--- src/soc_pkg.sv ---
`default_nettype none

package soc_pkg;

    // bus widths
    localparam int addr_w = 32;
    localparam int data_w = 32;
    localparam int strb_w = 4;
    localparam int sel_w  = 4;

    // region select values, top nibble of the address
    localparam logic [sel_w-1:0] mem_sel  = 4'd0;
    localparam logic [sel_w-1:0] jtag_sel = 4'd1;   // reserved, nothing behind it
    localparam logic [sel_w-1:0] led_sel  = 4'd2;

    localparam logic [addr_w-1:0] mem_start = 32'h0000_0000;
    localparam logic [addr_w-1:0] led_start = 32'h2000_0000;

    // word memory, index from address bits 9..2
    localparam int mem_words = 256;
    localparam int mem_idx_w = 8;

    localparam logic [1:0] resp_okay   = 2'd0;
    localparam logic [1:0] resp_decerr = 2'd3;

    // bus fsm encoding
    localparam logic [1:0] bus_idle    = 2'd0;
    localparam logic [1:0] bus_issue   = 2'd1;
    localparam logic [1:0] bus_wait    = 2'd2;
    localparam logic [1:0] bus_respond = 2'd3;

    // same word seen flat or as select + offset
    typedef union packed {
        logic [addr_w-1:0] flat;
        struct packed {
            logic [sel_w-1:0]        sel;
            logic [addr_w-sel_w-1:0] offset;
        } f;
    } bus_addr_u;

endpackage

`default_nettype wire
--- src/led_slave.sv ---
`timescale 1ns/1ps
`default_nettype none

module led_slave (
    input  logic                        sys_clk,
    input  logic                        rst_n,
    input  logic                        sel_valid,
    input  logic                        req_write,
    input  logic [soc_pkg::addr_w-1:0]  req_addr,
    input  logic [soc_pkg::data_w-1:0]  req_wdata,
    input  logic [soc_pkg::strb_w-1:0]  req_strb,
    output logic                        rsp_valid,
    output logic [soc_pkg::data_w-1:0]  rsp_rdata,
    output logic [3:0]                  led
);
    import soc_pkg::*;

    bus_addr_u         loc;
    logic              hit;
    logic [data_w-1:0] led_q;

    assign loc = req_addr;
    // whole region is one register, offset ignored
    assign hit = sel_valid && (loc.f.sel == led_sel);

    always_ff @(posedge sys_clk) begin
        if (!rst_n) begin
            led_q     <= '0;
            rsp_valid <= 1'b0;
        end else begin
            rsp_valid <= sel_valid;
            if (hit && req_write) begin
                for (int b = 0; b < strb_w; b++) begin
                    if (req_strb[b])
                        led_q[8*b +: 8] <= req_wdata[8*b +: 8];
                end
            end
        end
    end

    always_ff @(posedge sys_clk) begin
        if (sel_valid)
            rsp_rdata <= req_write ? '0 : led_q;   // old value on a read
    end

    assign led = led_q[3:0];

endmodule

`default_nettype wire

--- config.mk ---
export PLATFORM = sky130hd
export DESIGN_NAME = led_slave
export DESIGN_NICKNAME = d
export VERILOG_FILES = /design/src/soc_pkg.sv /design/src/led_slave.sv
export SDC_FILE = /design/constraint.sdc
export NUM_CORES = 1
export LEC_CHECK = 0
export BUFFER_PORTS_ARGS = -buffer_cell sky130_fd_sc_hd__buf_2
export CAP_MARGIN = 20
export CORE_UTILIZATION = 50
export DETAILED_ROUTE_END_ITERATION = 16
export GPL_TIMING_DRIVEN = 0
export HOLD_SLACK_MARGIN = 0.12
export PLACE_DENSITY = 0.85
export SYNTH_ARGS = -nofsm -noshare
export SYNTH_HDL_FRONTEND = slang
export SYNTH_SLANG_ARGS = --single-unit
--- constraint.sdc ---
create_clock -name sys_clk -period 2.44 [get_ports sys_clk]
set_input_delay 0.488 -clock sys_clk [delete_from_list [all_inputs] [get_ports sys_clk]]
set_output_delay 0.488 -clock sys_clk [all_outputs]
set_load 0.01 [all_outputs]
==> results.json <==
{
  "outcome": "completed",
  "nets": 379,
  "post-cts-setup-buffer-count": 0,
  "ys_seq_elements": 65,
  "drt_pass1_iterations": 4,
  "drive_above_1_share": 0.3494,
  "numCtsBuffers": 9,
  "synth_ff_type": "dfxtp_1",
  "fin_crit_sh": 0.7329,
  "synth.top_cells.by_area": "edfxtp_1 37%, dfxtp_1 26%, mux2i_1 12%",
  "slowest_stage": "buf_2",
  "max_slew_margin": 0.4846,
  "diodes": 0,
  "rows": 25,
  "cp-start-kind": "input port",
  "worst_slew_pin_slew_ns": 0.7731,
  "port_buffers": 79,
  "wirelength_um": 4728,
  "clkLatencyLatePin_ns": 0.33,
  "synthSimpleGateAreaFrac": 0.2051,
  "p_per_area_nw_per_um2": 676.4,
  "fin_worst_skew_ns": 0.006726,
  "holdWs_ns": 0.3913,
  "synth_edf_count": 32,
  "drt_iter0_markers": 85,
  "post-route-min-period_ns": 1.788,
  "hold_violations": 0,
  "yosys.area_share.xor_xnor": 0,
  "rsz0062_at_grt": "false",
  "pre_cts_slack_ns": 0.2890,
  "gp_congestion": 0.7095,
  "holdBufCountCts": 0,
  "vdd_drop_max_uv": 413.9,
  "ys_seq_area_frac": 0.6270,
  "max_stage_delay_ns": 0.59,
  "cap_viol_max_count": 0,
  "syn_to_final_growth_pct": 26.46,
  "design.core.area_sq_um": 4848,
  "ios": 109,
  "fin_ws_ns": 0.6518,
  "syn_inst": 217,
  "path_clk_slew_ns": 0.07,
  "syn_avg_cell_area_sq_um": 11.92,
  "die_w_um": 73.92,
  "cts_tree": "done",
  "min-delay-path-class": "in2reg",
  "root_buffer": "clkbuf_8",
  "path_max_fanout": 34,
  "syn-cell-area_sq_um": 2586,
  "synth_common_cells": "64 x nand2_1, 33 x dfxtp_1, 32 x edfxtp_1, 32 x mux2i_1, 32 x nor2b_1",
  "cts_resized": 0,
  "viasPerCell": 4.678,
  "slew_violations": 0,
  "clock_sinks": 65,
  "synth_nets": 289,
  "max_freq_ghz": 0.5592,
  "yosys.area.top_type": "edfxtp_1",
  "h-tree-depth": 3,
  "die_h_um": 73.92,
  "yosysTopAreaCellShare": 0.3716,
  "setup_viol": 0,
  "yosysWarnings": 0,
  "grt_max_degree": 35,
  "grt_usage": 0.1895,
  "muxShareOfSynthArea": 0.1239,
  "antenna_found_initial": 0,
  "drcViolationCount": 0,
  "floorplan.initialDensity": 0.5334,
  "yosysUniqueCellTypes": 13,
  "grt_overflow": 0,
  "p_leak_nw": 1.356,
  "die_area_sq_um": 5464,
  "antenna_left": 0,
  "grt_pass1_wl_um": 7383,
  "post-route-util": 0.6746,
  "yosysMostFrequentCell": "nand2_1",
  "synthArstFlopShare": 0,
  "cp.arrival_ns": 2.05,
  "synthAdderAreaFrac": 0,
  "clk_path_buf_depth": 2,
  "crit_chain": "buf_2, nand4b_4, nor4b_2, buf_6, mux2i_1",
  "synth-compound-area-share": 0,
  "required_ns": 2.70,
  "hpwl_um": 3409,
  "worstSetupEndpointType": "flip-flop",
  "tns_ns": 0,
  "vias": 1773,
  "worst-setup-path-type": "in2reg",
  "synth_top_family_by_area": "simple AND/OR/NAND/NOR gates",
  "wl_per_cell_um": 12.47,
  "grt_pass1_vias": 1631
}
final cells by class:
cell class / count / area (sq um)
Timing Repair Buffer: 79 / 395.4
Sequential cell: 65 / 1622
Buffer: 18 / 113.9
Clock buffer: 11 / 151.4
Fill cell: 389 / 1578
Multi-Input combinational cell: 134 / 850.8
Tap cell: 67 / 83.83
Clock inverter: 5 / 53.80
final timing paths:
path            startpoint       endpoint  slack [ns]  cells past startpoint
min reg2reg      led_q[25]      led_q[25]        0.46                      2
min          req_wdata[27]      led_q[27]        0.39                      3
max reg2reg      led_q[12]  rsp_rdata[12]        1.73                      1
max              sel_valid      led_q[23]        0.65                      5
critical path, delay by kind of cell:
kind	cells	cell delay, ns
multiplexers	1	0.20
AND/OR/NAND/NOR	2	0.55
buffers and inverters	2	0.79
cells in the final DEF, fill, tap and decap left out:
cell / instances
edfxtp_1: 32
clkbuf_1: 4
buf_6: 4
nor4b_2: 4
nand2_1: 64
and2_1: 1
buf_4: 4
nor2b_1: 32
buf_1: 5
clkinv_4: 1
clkbuf_8: 11
mux2i_1: 32
clkinv_2: 3
buf_2: 80
dfxtp_1: 33
bufinv_16: 1
nand4b_4: 1
state kept, by name, summed over array words and instances, names as in the netlist:
name / flops
led_q: 32
rsp_rdata: 32
rsp_valid: 1
metal layers:
metal	GRT usage	routed length, um
met1	0.2338	2092
met2	0.2980	2376
met3	0.05350	216
met4	0.1090	42
met5	0	0
where the power goes:
group | leakage (nW) | total [mW] | switching, mW | internal, mW
sequential | 0.597 | 1.17 | 0.00609 | 1.16
clock | 0.109 | 0.911 | 0.388 | 0.524
combinational | 0.651 | 0.132 | 0.0780 | 0.0535
total | 1.36 | 2.21 | 0.472 | 1.74
cell families (layout without fill, tap and decap cells):
| kind of cell | after synthesis | after routing |
|---|---|---|
| buffers and inverters | 18 | 113 |
| flip-flops | 65 | 65 |
| multiplexers | 32 | 32 |
| AND/OR/NAND/NOR | 102 | 102 |
per-stage QoR:
| step | cell area [sq um] | std cells | power, mW |
|---|---|---|---|
| floorplan | 2586 | 217 | 1.247 |
| global placement | 3065 | 363 | 1.325 |
| detailed placement | 3065 | 363 | 1.326 |
| CTS | 3271 | 379 | 2.233 |
| global route | 3271 | 379 | 2.296 |
| finish | 3271 | 379 | 2.212 |
(Power assumes the default switching activity.)
