==> src/soc_pkg.sv <==
`default_nettype none

package soc_pkg;

    // bus widths
    localparam int addr_w = 32;
    localparam int data_w = 32;
    localparam int strb_w = 4;
    localparam int sel_w  = 4;

    // region select values, top nibble of the address
    localparam logic [sel_w-1:0] mem_sel  = 4'd0;
    localparam logic [sel_w-1:0] jtag_sel = 4'd1;   // reserved, nothing behind it
    localparam logic [sel_w-1:0] led_sel  = 4'd2;

    localparam logic [addr_w-1:0] mem_start = 32'h0000_0000;
    localparam logic [addr_w-1:0] led_start = 32'h2000_0000;

    // word memory, index from address bits 9..2
    localparam int mem_words = 256;
    localparam int mem_idx_w = 8;

    localparam logic [1:0] resp_okay   = 2'd0;
    localparam logic [1:0] resp_decerr = 2'd3;

    // bus fsm encoding
    localparam logic [1:0] bus_idle    = 2'd0;
    localparam logic [1:0] bus_issue   = 2'd1;
    localparam logic [1:0] bus_wait    = 2'd2;
    localparam logic [1:0] bus_respond = 2'd3;

    // same word seen flat or as select + offset
    typedef union packed {
        logic [addr_w-1:0] flat;
        struct packed {
            logic [sel_w-1:0]        sel;
            logic [addr_w-sel_w-1:0] offset;
        } f;
    } bus_addr_u;

endpackage

`default_nettype wire
==> src/soc_bus.sv <==
`timescale 1ns/1ps
`default_nettype none

module soc_bus (
    input  logic                        sys_clk,
    input  logic                        rst_n,
    // host master
    input  logic                        h_req_valid,
    output logic                        h_req_ready,
    input  logic                        h_req_write,
    input  logic [soc_pkg::addr_w-1:0]  h_req_addr,
    input  logic [soc_pkg::data_w-1:0]  h_req_wdata,
    input  logic [soc_pkg::strb_w-1:0]  h_req_strb,
    output logic                        h_resp_valid,
    input  logic                        h_resp_ready,
    output logic [soc_pkg::data_w-1:0]  h_resp_rdata,
    output logic [1:0]                  h_resp_code,
    // button master
    input  logic                        b_req_valid,
    output logic                        b_req_ready,
    input  logic                        b_req_write,
    input  logic [soc_pkg::addr_w-1:0]  b_req_addr,
    input  logic [soc_pkg::data_w-1:0]  b_req_wdata,
    input  logic [soc_pkg::strb_w-1:0]  b_req_strb,
    output logic                        b_resp_valid,
    input  logic                        b_resp_ready,
    // memory slave
    output logic                        mem_sel_valid,
    input  logic                        mem_rsp_valid,
    input  logic [soc_pkg::data_w-1:0]  mem_rsp_rdata,
    // led slave
    output logic                        led_sel_valid,
    input  logic                        led_rsp_valid,
    input  logic [soc_pkg::data_w-1:0]  led_rsp_rdata,
    // shared toward both slaves
    output logic                        s_write,
    output logic [soc_pkg::addr_w-1:0]  s_addr,
    output logic [soc_pkg::data_w-1:0]  s_wdata,
    output logic [soc_pkg::strb_w-1:0]  s_strb
);
    import soc_pkg::*;

    logic [1:0]        state;
    logic              arm_q;       // low for the first cycle out of reset
    logic              gnt_b_q;     // button master owns the transaction
    logic              miss_q;
    logic              write_q;
    bus_addr_u         addr_q;
    logic [data_w-1:0] wdata_q;
    logic [strb_w-1:0] strb_q;
    logic [data_w-1:0] rdata_q;
    logic [1:0]        code_q;
    logic              idle_rdy;
    logic              accept;
    logic              hit_mem;
    logic              hit_led;
    logic              resp_taken;
    logic              slave_done;

    assign idle_rdy = arm_q && (state == bus_idle);

    // host has fixed priority
    assign h_req_ready = idle_rdy;
    assign b_req_ready = idle_rdy && !h_req_valid;
    assign accept      = idle_rdy && (h_req_valid || b_req_valid);

    always_comb begin
        hit_mem = 1'b0;
        hit_led = 1'b0;
        case (addr_q.f.sel)
            mem_sel: hit_mem = 1'b1;
            led_sel: hit_led = 1'b1;
            default: hit_mem = 1'b0;  // jtag and unmapped regions end as decerr
        endcase
    end

    assign slave_done = mem_rsp_valid || led_rsp_valid;
    assign resp_taken = gnt_b_q ? b_resp_ready : h_resp_ready;

    always_ff @(posedge sys_clk) begin
        if (!rst_n) begin
            state         <= bus_idle;
            arm_q         <= 1'b0;
            gnt_b_q       <= 1'b0;
            miss_q        <= 1'b0;
            mem_sel_valid <= 1'b0;
            led_sel_valid <= 1'b0;
        end else begin
            arm_q         <= 1'b1;
            mem_sel_valid <= 1'b0;   // single cycle pulse
            led_sel_valid <= 1'b0;
            case (state)
                bus_idle: begin
                    if (accept) begin
                        gnt_b_q <= !h_req_valid;
                        state   <= bus_issue;
                    end
                end
                bus_issue: begin
                    mem_sel_valid <= hit_mem;
                    led_sel_valid <= hit_led;
                    miss_q        <= !(hit_mem || hit_led);
                    state         <= bus_wait;
                end
                bus_wait: begin
                    // a miss answers in the slot a slave would have used
                    if (miss_q || slave_done)
                        state <= bus_respond;
                end
                bus_respond: begin
                    if (resp_taken)
                        state <= bus_idle;
                end
                default: state <= bus_idle;
            endcase
        end
    end

    // request and response payload
    always_ff @(posedge sys_clk) begin
        if (accept) begin
            write_q <= h_req_valid ? h_req_write : b_req_write;
            addr_q  <= h_req_valid ? h_req_addr  : b_req_addr;
            wdata_q <= h_req_valid ? h_req_wdata : b_req_wdata;
            strb_q  <= h_req_valid ? h_req_strb  : b_req_strb;
        end
        if (state == bus_wait && (miss_q || slave_done)) begin
            if (miss_q)
                rdata_q <= '0;
            else
                rdata_q <= mem_rsp_valid ? mem_rsp_rdata : led_rsp_rdata;
            code_q <= miss_q ? resp_decerr : resp_okay;
        end
    end

    assign s_write = write_q;
    assign s_addr  = addr_q;
    assign s_wdata = wdata_q;
    assign s_strb  = strb_q;

    // response goes back to the owner only
    assign h_resp_valid = (state == bus_respond) && !gnt_b_q;
    assign b_resp_valid = (state == bus_respond) && gnt_b_q;
    assign h_resp_rdata = rdata_q;
    assign h_resp_code  = code_q;

endmodule

`default_nettype wire

==> config.mk <==
export PLATFORM = sky130hd
export DESIGN_NAME = soc_bus
export DESIGN_NICKNAME = d
export VERILOG_FILES = /design/src/soc_pkg.sv /design/src/soc_bus.sv
export SDC_FILE = /design/constraint.sdc
export NUM_CORES = 1
export LEC_CHECK = 0
export BUFFER_PORTS_ARGS = -buffer_cell sky130_fd_sc_hd__buf_4
export CAP_MARGIN = 20
export CELL_PAD_IN_SITES_DETAIL_PLACEMENT = 1
export CELL_PAD_IN_SITES_GLOBAL_PLACEMENT = 1
export CORE_MARGIN = 5
export CORE_UTILIZATION = 32
export CTS_CLUSTER_SIZE = 14
export DETAILED_ROUTE_END_ITERATION = 16
export PLACE_DENSITY_LB_ADDON = 0.1
export SETUP_SLACK_MARGIN = 0.4
export SLEW_MARGIN = 20
export SYNTH_ARGS = -nofsm -noshare
export SYNTH_HDL_FRONTEND = slang
export SYNTH_SLANG_ARGS = --single-unit
==> constraint.sdc <==
create_clock -name sys_clk -period 6.5 [get_ports sys_clk]
set_clock_uncertainty 0.05 [all_clocks]
set_input_delay 0.975 -clock sys_clk [delete_from_list [all_inputs] [get_ports sys_clk]]
set_output_delay 0.975 -clock sys_clk [all_outputs]
set_load 0.005 [all_outputs]
==> impl_metrics.ini <==
[timing]
maxSlewViolCount = 0
rsz0062_at_grt = no
holdWs_ns = 0.418
min_period_over_period_pct = 47.8
slew-limit-headroom_pct = 39.7
timing.fmax_mhz = 322
min_period_ns = 3.11
finalHoldViolations = 0
setup_viol = 0
worstMarginPinSlew_ns = 0.904
timing.setup.tns_ns = 0

[floorplan]
boundaryPins = 319
die_h_um = 132
fp.dieW_um = 132
fp.coreArea_sq_mm = 0.0145
rows = 44
die_area_sq_mm = 0.0173
start_util_pct = 32.6

[synthesis]
syn_nets = 508
ys_warn_count = 0
ys_types = 20
synth.area.top_cells = edfxtp_1, mux2_2, mux2i_1
syn_area_sq_mm = 0.00474
ys_seq_area_share_pct = 67.6
synth.top_cell.area_share_pct = 64.6
syn_avg_cell_area_sq_um = 16.1
syn_inst = 294
yosys_register_bits = 109
synth.largest_area_cell = edfxtp_1

[final_layout]
layout-drive-gt1-share_pct = 66.6
fin_cells = 797
postLayoutCellArea_sq_mm = 0.00758
nets = 822
diodes = 0
area.growth.synth_to_final_pct = 60.0
mostFrequentLayoutCells = buf_4, edfxtp_1, mux2_2
final_common_cell = buf_4

[critical_path]
path_max_fanout = 72
cp-end-kind = output pin
crit_path_start = h_req_valid
critical_path_required_ns = 5.47
rrSetupSlack_ns = 3.95
r2r_cells = 5
cp.arrival_ns = 2.08
r2r_end = s_wdata[8]
path_class = primary input to output pin
worst_setup_path_start_kind = primary input
r2r_start = state[0]

[placed_design]
placed_area_sq_mm = 0.00729
portBuffers = 318
hpwl_mm = 12.4
place_congestion = 0.735
dp_cells = 781

[worst_hold_path]
worstHoldStart = s_addr[29]
hold_depth = 1
hold-path-endpoint = mem_sel_valid
hold_path.class = register to register

[clock_network]
clockRootBuffer = clkbuf_16
clk_latency_ns = 0.34
cts_max_level = 3
cts_tree = done
clk_path_buf_depth = 2
cts.sinks = 109
post_cts_buffers = 0
clk_pin_slew_ns = 0.07
cts_resized = 0
holdBufCountCts = 0
numCtsBuffers = 9

[power]
power_leakage_nw = 3.32
p_per_area_mw_per_mm2 = 284
ir_drop_v = 0.000120
p_total_mw = 2.15

[routing]
drt-initial-drc-count = 157
vias_per_cell = 4.54
wl_mm = 15.4
postRouteAntennaNets = 0
vias = 3621
dr.pass1.iters = 4
drc = 0
wire_per_inst_um = 19.3

[flow_run]
cap_violations = 0

[global_route]
antenna_found_initial = 0
grt_pass1_wl_mm = 23.4
grt_usage_pct = 17.4
first_global_vias = 4172
grt_max_degree = 73
overflow = 0

[run_status]
outcome = finished clean
==> layout make-up <==
type,instances,area [sq um]
multi-input cells,163,1440
inverters,5,18.8
clock inverters,4,50.0
well taps,184,230
flip-flops and latches,109,3200
repair buffers,320,2400
clock buffers,12,236
fillers,1525,6950
==> where the power goes <==
group | internal (mW) | switching [mW]
clock network | 0.299 | 0.237
registers | 0.972 | 0.0671
logic | 0.309 | 0.268
total | 1.58 | 0.572
==> routing by layer <==
metal,vias up,wire (um),GRT usage [%]
met5,-,0,0
met4,0,312,6.11
met3,16,1970,9.02
met2,194,8110,31.4
met1,1691,4960,17.1
li1,1720,-,-
==> worst max-delay path by stage <==
stage / endpoint / slack (ns) / depth (start not counted)
floorplan: s_addr[0] / 1.68 / 4
global placement: b_req_ready / 3.41 / 4
detailed placement: b_req_ready / 3.36 / 4
CTS: b_req_ready / 3.35 / 4
global route: b_req_ready / 3.29 / 4
finish: b_req_ready / 3.39 / 4
==> state kept, by name, summed over array words and instances (netlist names), 2 cells and up <==
signal,flops
h_resp_rdata,32
s_addr,32
s_strb,4
s_wdata,32
state,2
==> cell usage after synthesis <==
library cell / instances
edfxtp_1: 102
mux2_2: 69
nor2_1: 38
mux2i_1: 34
buf_2: 9
dfxtp_1: 7
buf_4: 5
inv_1: 5
nand2_1: 5
ha_1: 4
a211oi_1: 3
clkbuf_1: 3
nor2b_1: 2
nor3_1: 2
a211oi_2: 1
a21oi_1: 1
a22oi_2: 1
and2_1: 1
nand3_1: 1
o21ai_2: 1
==> metrics by stage <==
step / utilization (%) / setup WS (ns)
finish: 52.2 / 3.39
CTS: 52.2 / 3.35
global placement: 50.2 / 3.41
detailed placement: 50.2 / 3.36
global route: 52.2 / 3.29
floorplan: - / 1.68
==> kinds of logic after synthesis <==
logic type / synth area share (%)
fa+ha+maj: 1.06
compound gates: 1.29
simple gates: 4.12
mux: 23.6
buf+inv: 2.38
flops: 67.6
==> worst max-delay path, stage by stage <==
cell and delay (ns):
buf_4 0.09, buf_4 0.69, nor2_1 0.14, buf_4 0.18
No activity file was read; power rests on OpenSTA's default activity.
