**src/soc_pkg.sv**
```systemverilog
`default_nettype none

package soc_pkg;

    // bus widths
    localparam int addr_w = 32;
    localparam int data_w = 32;
    localparam int strb_w = 4;
    localparam int sel_w  = 4;

    // region select values, top nibble of the address
    localparam logic [sel_w-1:0] mem_sel  = 4'd0;
    localparam logic [sel_w-1:0] jtag_sel = 4'd1;   // reserved, nothing behind it
    localparam logic [sel_w-1:0] led_sel  = 4'd2;

    localparam logic [addr_w-1:0] mem_start = 32'h0000_0000;
    localparam logic [addr_w-1:0] led_start = 32'h2000_0000;

    // word memory, index from address bits 9..2
    localparam int mem_words = 256;
    localparam int mem_idx_w = 8;

    localparam logic [1:0] resp_okay   = 2'd0;
    localparam logic [1:0] resp_decerr = 2'd3;

    // bus fsm encoding
    localparam logic [1:0] bus_idle    = 2'd0;
    localparam logic [1:0] bus_issue   = 2'd1;
    localparam logic [1:0] bus_wait    = 2'd2;
    localparam logic [1:0] bus_respond = 2'd3;

    // same word seen flat or as select + offset
    typedef union packed {
        logic [addr_w-1:0] flat;
        struct packed {
            logic [sel_w-1:0]        sel;
            logic [addr_w-sel_w-1:0] offset;
        } f;
    } bus_addr_u;

endpackage

`default_nettype wire
```
**src/btn_master.sv**
```systemverilog
`timescale 1ns/1ps
`default_nettype none

module btn_master (
    input  logic                        sys_clk,
    input  logic                        rst_n,
    input  logic [3:0]                  btn,
    input  logic                        req_ready,
    input  logic                        resp_valid,
    output logic                        req_valid,
    output logic                        req_write,
    output logic [soc_pkg::addr_w-1:0]  req_addr,
    output logic [soc_pkg::data_w-1:0]  req_wdata,
    output logic [soc_pkg::strb_w-1:0]  req_strb,
    output logic                        resp_ready
);
    import soc_pkg::*;

    logic [3:0] btn_meta;
    logic [3:0] btn_sync;
    logic [3:0] btn_last;   // previous synced value for edge detect
    logic       busy;       // accepted, response not back yet
    logic       press;
    logic       launch;

    assign press  = |(btn_sync & ~btn_last);
    assign launch = press && !req_valid && !busy;

    // two flop synchronizer
    always_ff @(posedge sys_clk) begin
        if (!rst_n) begin
            btn_meta <= '0;
            btn_sync <= '0;
            btn_last <= '0;
        end else begin
            btn_meta <= btn;
            btn_sync <= btn_meta;
            btn_last <= btn_sync;
        end
    end

    always_ff @(posedge sys_clk) begin
        if (!rst_n) begin
            req_valid <= 1'b0;
            busy      <= 1'b0;
        end else begin
            if (launch) begin
                req_valid <= 1'b1;
            end else if (req_valid && req_ready) begin
                req_valid <= 1'b0;
                busy      <= 1'b1;
            end
            if (busy && resp_valid)
                busy <= 1'b0;
        end
    end

    always_ff @(posedge sys_clk) begin
        if (launch)
            req_wdata <= {{(data_w-4){1'b0}}, btn_sync};  // held until accepted
    end

    // always a full word write to the led register
    assign req_write  = 1'b1;
    assign req_addr   = led_start;
    assign req_strb   = '1;
    assign resp_ready = 1'b1;

endmodule

`default_nettype wire

```
**config.mk**
```make
export PLATFORM = sky130hd
export DESIGN_NAME = btn_master
export DESIGN_NICKNAME = d
export VERILOG_FILES = /design/src/soc_pkg.sv /design/src/btn_master.sv
export SDC_FILE = /design/constraint.sdc
export NUM_CORES = 1
export LEC_CHECK = 0
export BUFFER_PORTS_ARGS = -buffer_cell sky130_fd_sc_hd__buf_2
export CAP_MARGIN = 20
export CORE_MARGIN = 4
export CORE_UTILIZATION = 43
export DETAILED_ROUTE_END_ITERATION = 16
export PLACE_DENSITY = 0.91
export SKIP_CTS_REPAIR_TIMING = 1
export SLEW_MARGIN = 20
export SYNTH_ARGS = -nofsm -noshare
export SYNTH_HDL_FRONTEND = slang
export SYNTH_SLANG_ARGS = --single-unit
```
**constraint.sdc**
```tcl
create_clock -name sys_clk -period 2.87 [get_ports sys_clk]
set_input_delay 0.1435 -clock sys_clk [delete_from_list [all_inputs] [get_ports sys_clk]]
set_output_delay 0.1435 -clock sys_clk [all_outputs]
set_load 0.01 [all_outputs]
```
==> results of run 1 <==
cell usage after synthesis:
| cell type | number |
|---|---|
| conb_1 | 2 |
| a2111oi_4 | 1 |
| edfxtp_1 | 4 |
| nand2_1 | 2 |
| dfxtp_1 | 14 |
| buf_4 | 66 |
| nor2_1 | 1 |
| nor3_1 | 1 |
| o21ai_1 | 1 |
| mux2i_1 | 1 |
| inv_1 | 1 |
| nand3b_1 | 1 |
| and2_1 | 13 |
| nor2b_4 | 1 |
| nor2b_1 | 2 |
| clkbuf_1 | 1 |
flip-flops by register name (all words and copies together), names as in the netlist:
signal	count
req_valid	1
btn_last	4
btn_sync	4
btn_meta	4
req_wdata	4
busy	1
stage by stage:
stage	hold slack [ns]	power [uW]	instances	setup slack, ns	utilization
floorplan	0.271	412	176	1.59	-
CTS	0.0502	486	153	1.42	0.412
detailed placement	0.352	361	149	1.43	0.401
global placement	0.351	359	149	1.52	0.401
finish	0.0615	482	153	1.47	0.412
global route	0.0386	511	153	1.35	0.412
cells in the final DEF, fill, tap and decap left out:
cell,instances
nor2b_1,2
nor2_1,1
buf_2,12
nor3_1,1
o21ai_1,1
nand3b_1,1
mux2i_1,1
clkbuf_4,3
nor2b_4,1
nand2_1,2
a2111oi_4,1
inv_1,1
clkbuf_1,1
conb_1,66
dfxtp_1,14
edfxtp_1,4
and2_1,13
routing by layer:
layer	vias to the layer above	global-route usage	wire length (um)	share of wire
met5	-	0	0	0
met4	0	0.0298	11	0.0090
met3	2	0.0423	229	0.19
met2	43	0.0952	616	0.50
met1	208	0.0635	362	0.30
li1	237	-	-	-
kinds of logic after synthesis:
logic type      share of synthesized area
compound gates                     0.0300
buf+inv                             0.464
flops                               0.369
mux                               0.00923
other cells                       0.00692
simple gates                        0.121
worst paths after layout:
kind | startpoint | end | slack (ns) | cells past startpoint
setup / recovery | btn_sync[3]$_SDFF_PN0_ | req_wdata[0]$_DFFE_PP_ | 1.47 | 3
hold reg to reg | btn_meta[0]$_SDFF_PN0_ | btn_sync[0]$_SDFF_PN0_ | 0.44 | 1
setup reg to reg | btn_sync[3]$_SDFF_PN0_ | req_wdata[0]$_DFFE_PP_ | 1.47 | 3
hold / removal | btn[0] | btn_meta[0]$_SDFF_PN0_ | 0.06 | 2
layout make-up:
| cell class | count | area, um2 | share of cell area |
|---|---|---|---|
| Timing Repair Buffer | 12 | 60.1 | 0.0634 |
| Inverter | 1 | 3.75 | 0.00396 |
| Tap cell | 28 | 35.0 | 0.0370 |
| Multi-Input combinational cell | 90 | 422 | 0.445 |
| Clock buffer | 4 | 26.3 | 0.0277 |
| Sequential cell | 18 | 400 | 0.423 |
power by group through the flow:
stage | clock network, uW | registers (uW) | logic, uW
after floorplan | 0 | 290 | 122
after global placement | 0 | 287 | 72.3
after detailed placement | 0 | 287 | 73.5
after CTS | 130 | 282 | 73.7
after global routing | 143 | 283 | 84.2
final | 125 | 281 | 75.6
==> results.cfg, run 1 <==
[grt]
grt_pass1_vias = 347
antenna_found_initial = 0
overflow = 0
grt_pass1_wl_um = 1520
grt_max_degree = 16
grt_util_all_layers = 0.0616

[route]
viasPerCell = 3.20
drt_pre_antenna_iters = 2
dr.first_iter.drc_count = 2
vias = 490
wl_per_cell_um = 7.97
post-route-drc-count = 0
wirelength_um = 1220
detail-route-antenna-nets = 0

[sta]
setup_viol = 0
worst_pin_slew_ns = 0.510
hold_viol_final = 0
fmax_ghz = 0.716
finalMaxSlewViolations = 0
skew_ns = 0.00983
relSlewSlack = 0.657
fin_crit_ns = 1.40
finalSetupTns_ns = 0
period_share = 0.487
rsz0062_at_grt = false

[power_and_ir_drop]
p_clk_frac = 0.259
p_seq_frac = 0.584
switching_share = 0.279
ir_drop_mv = 0.303
p_per_area_nw_per_um2 = 508
p_switching_uw = 135
p_int_uw = 347
p_leak_uw = 0.000500
power_frac_comb = 0.157

[cells_and_area]
diodes = 0
drive_above_1_share = 0.136
final_cell_area_um2 = 947
area_growth_pct = -12.7
nFillCells = 241
layout.nets = 134

[setup_path]
crit_chain = nor2b_1 -> a2111oi_4 -> nor3_1
cp.buffers_inverters = 0
criticalPathCategory = reg -> reg
cp-end-kind = flop
cp.required_ns = 2.81
cp_slowest_stage_delay_ns = 0.41
cp_max_fo = 4
cp_slowest_cell = nor3_1
startpoint_type = flop
cp_top_family = simple AND/OR/NAND/NOR gates
crit_arrival_ns = 1.34

[placement]
placed_cell_area_um2 = 921
dp_hpwl_um = 1060
finalWeightedCongestion = 0.695
portBuffers = 12

[clock_network]
cts_root_buf = clkbuf_4
clk_pin_slew_ns = 0.10
clock_sinks = 18
clk_path_buf_depth = 2
cts_tree = yes
insertion_delay_ns = 0.29
cts_made_buffers = 3
htreeDepth = 1

[synthesis]
ys_seq_elements = 18
ys_seq_area_frac = 0.369
netlist_top_cells_area = buf_4 46%, dfxtp_1 26%, edfxtp_1 11%
ys_warn_count = 0
synth_top_cell_area_share = 0.457
syn_area_per_cell_um2 = 9.69
yosysUniqueCellTypes = 16
synthCells = 112
syn-cell-area_um2 = 1080
yosys.area.top_type = buf_4

[run]
max_cap_viol_count = 0

[die]
core-area_um2 = 2300
ios = 79
die_x_um = 58.2
row_count = 17
die_y_um = 58.2
die-area_um2 = 3390
start_util = 0.472

[hold_path]
min_path_type = in -> reg

[run_status]
status = complete, no violations
Power figures use the tool's default switching activity.
==> run 2: changes to the inputs <==
CORE_UTILIZATION = 40   (was 43)
PLACE_DENSITY = 0.86   (was 0.91)
clock period = 1.3 ns   (was 2.87 ns; I/O delays follow)
==> run 2 against run 1 <==
Compared with the run above: sequential power up 120%; core utilization shrank 0.56 points; global-route usage increased by 0.33 points.
==> results.cfg, run 2 (same netlist as run 1, synthesis figures left out) <==
[run_status]
status = complete, no violations

[setup_path]
cp.required_ns = 1.35
cp_max_fo = 4
cp-end-kind = flop
startpoint_type = flop
criticalPathCategory = reg -> reg
critPathCapture = req_wdata[0]$_DFFE_PP_
crit_arrival_ns = 1.26
r2r_start = btn_sync[1]$_SDFF_PN0_
reg2reg_setup_slack_ns = 0.09
reg2regPathDepth = 3
r2r-end = req_wdata[0]$_DFFE_PP_
startpoint = btn_sync[1]$_SDFF_PN0_

[die]
die_y_um = 60.1
die-area_um2 = 3610
start_util = 0.430
core-area_um2 = 2520
die_x_um = 60.1
row_count = 18
ios = 79

[route]
detail-route-antenna-nets = 0
post-route-drc-count = 0
wirelength_um = 1310
wl_per_cell_um = 8.14
drt_pre_antenna_iters = 2
vias = 515
viasPerCell = 3.20
dr.first_iter.drc_count = 3

[grt]
grtUsageMet1 = 0.0632
grt_util_all_layers = 0.0649
globalRouteMet2Util = 0.102
grt_max_degree = 16
grt_pass1_vias = 356
groute.layer.met3.usage = 0.0432
top_usage_layer = met2
grt_pass1_wl_um = 1600
overflow = 0
antenna_found_initial = 0

[sta]
setup_viol = 0
fmax_ghz = 0.827
period_share = 0.930
skew_ns = 0.00220
fin_crit_ns = 1.21
finalSetupTns_ns = 0
rsz0062_at_grt = false
hold_viol_final = 0
finalMaxSlewViolations = 0

[clock_network]
cts_root_buf = clkbuf_4
clock_sinks = 18
htreeDepth = 1
cts_made_buffers = 3
clk_path_buf_depth = 2
cts_tree = yes
clk_pin_slew_ns = 0.10
insertion_delay_ns = 0.29

[cells_and_area]
nFillCells = 261
layout.nets = 140
diodes = 0
drive_above_1_share = 0.160
area_growth_pct = -5.42
layout_commonest_cell = conb_1
final_util = 0.407
layout_common_cells = 66 x conb_1, 14 x dfxtp_1, 13 x and2_1

[power_and_ir_drop]
p_leak_uw = 0.000535
ir_drop_mv = 0.963
p_per_area_nw_per_um2 = 1120
total_power_uw = 1150

[placement]
portBuffers = 12
dp_hpwl_um = 1070
finalWeightedCongestion = 0.670

[hold_path]
min_path_type = in -> reg

[run]
max_cap_viol_count = 0
## run 2: cell types whose count changed in the layout (fill, tap and decap cells not counted)
| cell | before | now |
|---|---|---|
| nor3_1 | 1 | 0 |
| dlygate4sd3_1 | 0 | 4 |
| buf_4 | 0 | 2 |
| nor3_4 | 0 | 1 |
| clkbuf_1 | 1 | 0 |
| clkbuf_8 | 0 | 1 |
## run 2: cell type report
class	instances	area, um2	share of cell area
tap	30	37.5	0.0366
clock buffer	4	36.3	0.0354
timing repair buffer	18	115	0.112
multi-input combinational	90	433	0.422
inverter	1	3.75	0.00366
sequential	18	400	0.390
## run 2: power by group
part	switching (uW)	leakage (uW)	internal, uW
logic	132	0.000360	54.1
clock network	165	0.0000210	171
registers	17.3	0.000154	606
## run 2: worst min-delay path by stage
| stage | start | endpoint | cells past startpoint |
|---|---|---|---|
| 6_report | req_ready | req_valid$_SDFFE_PN0P_ | 3 |
| 5_1_grt | req_ready | req_valid$_SDFFE_PN0P_ | 3 |
| 4_1_cts | btn[0] | btn_meta[0]$_SDFF_PN0_ | 2 |
| 3_5_place_dp | btn[0] | btn_meta[0]$_SDFF_PN0_ | 2 |
| 3_3_place_gp | btn[2] | btn_meta[2]$_SDFF_PN0_ | 2 |
| 2_1_floorplan | rst_n | btn_last[0]$_SDFF_PN0_ | 1 |
## run 2: worst max-delay path, cell delays in order (launching register included)
cell and delay [ns]:
dfxtp_1 0.33, nor2b_4 0.13, a2111oi_4 0.42, nor3_4 0.09
## run 2: routing by layer
layer | share of wire | up-vias
li1 | - | 249
met1 | 0.30 | 219
met2 | 0.49 | 45
met3 | 0.19 | 2
met4 | 0.021 | 0
met5 | 0 | -
## run 2: stage by stage
stage,setup slack (ns),area (um2),hold WS (ns),std cells
global placement,-0.0272,938,0.274,153
detailed placement,-0.0843,938,0.275,153
floorplan,0.0208,1330,0.192,176
finish,0.0908,1030,0.0601,161
CTS,-0.116,975,-0.0276,157
global route,0.0451,1030,0.0712,161
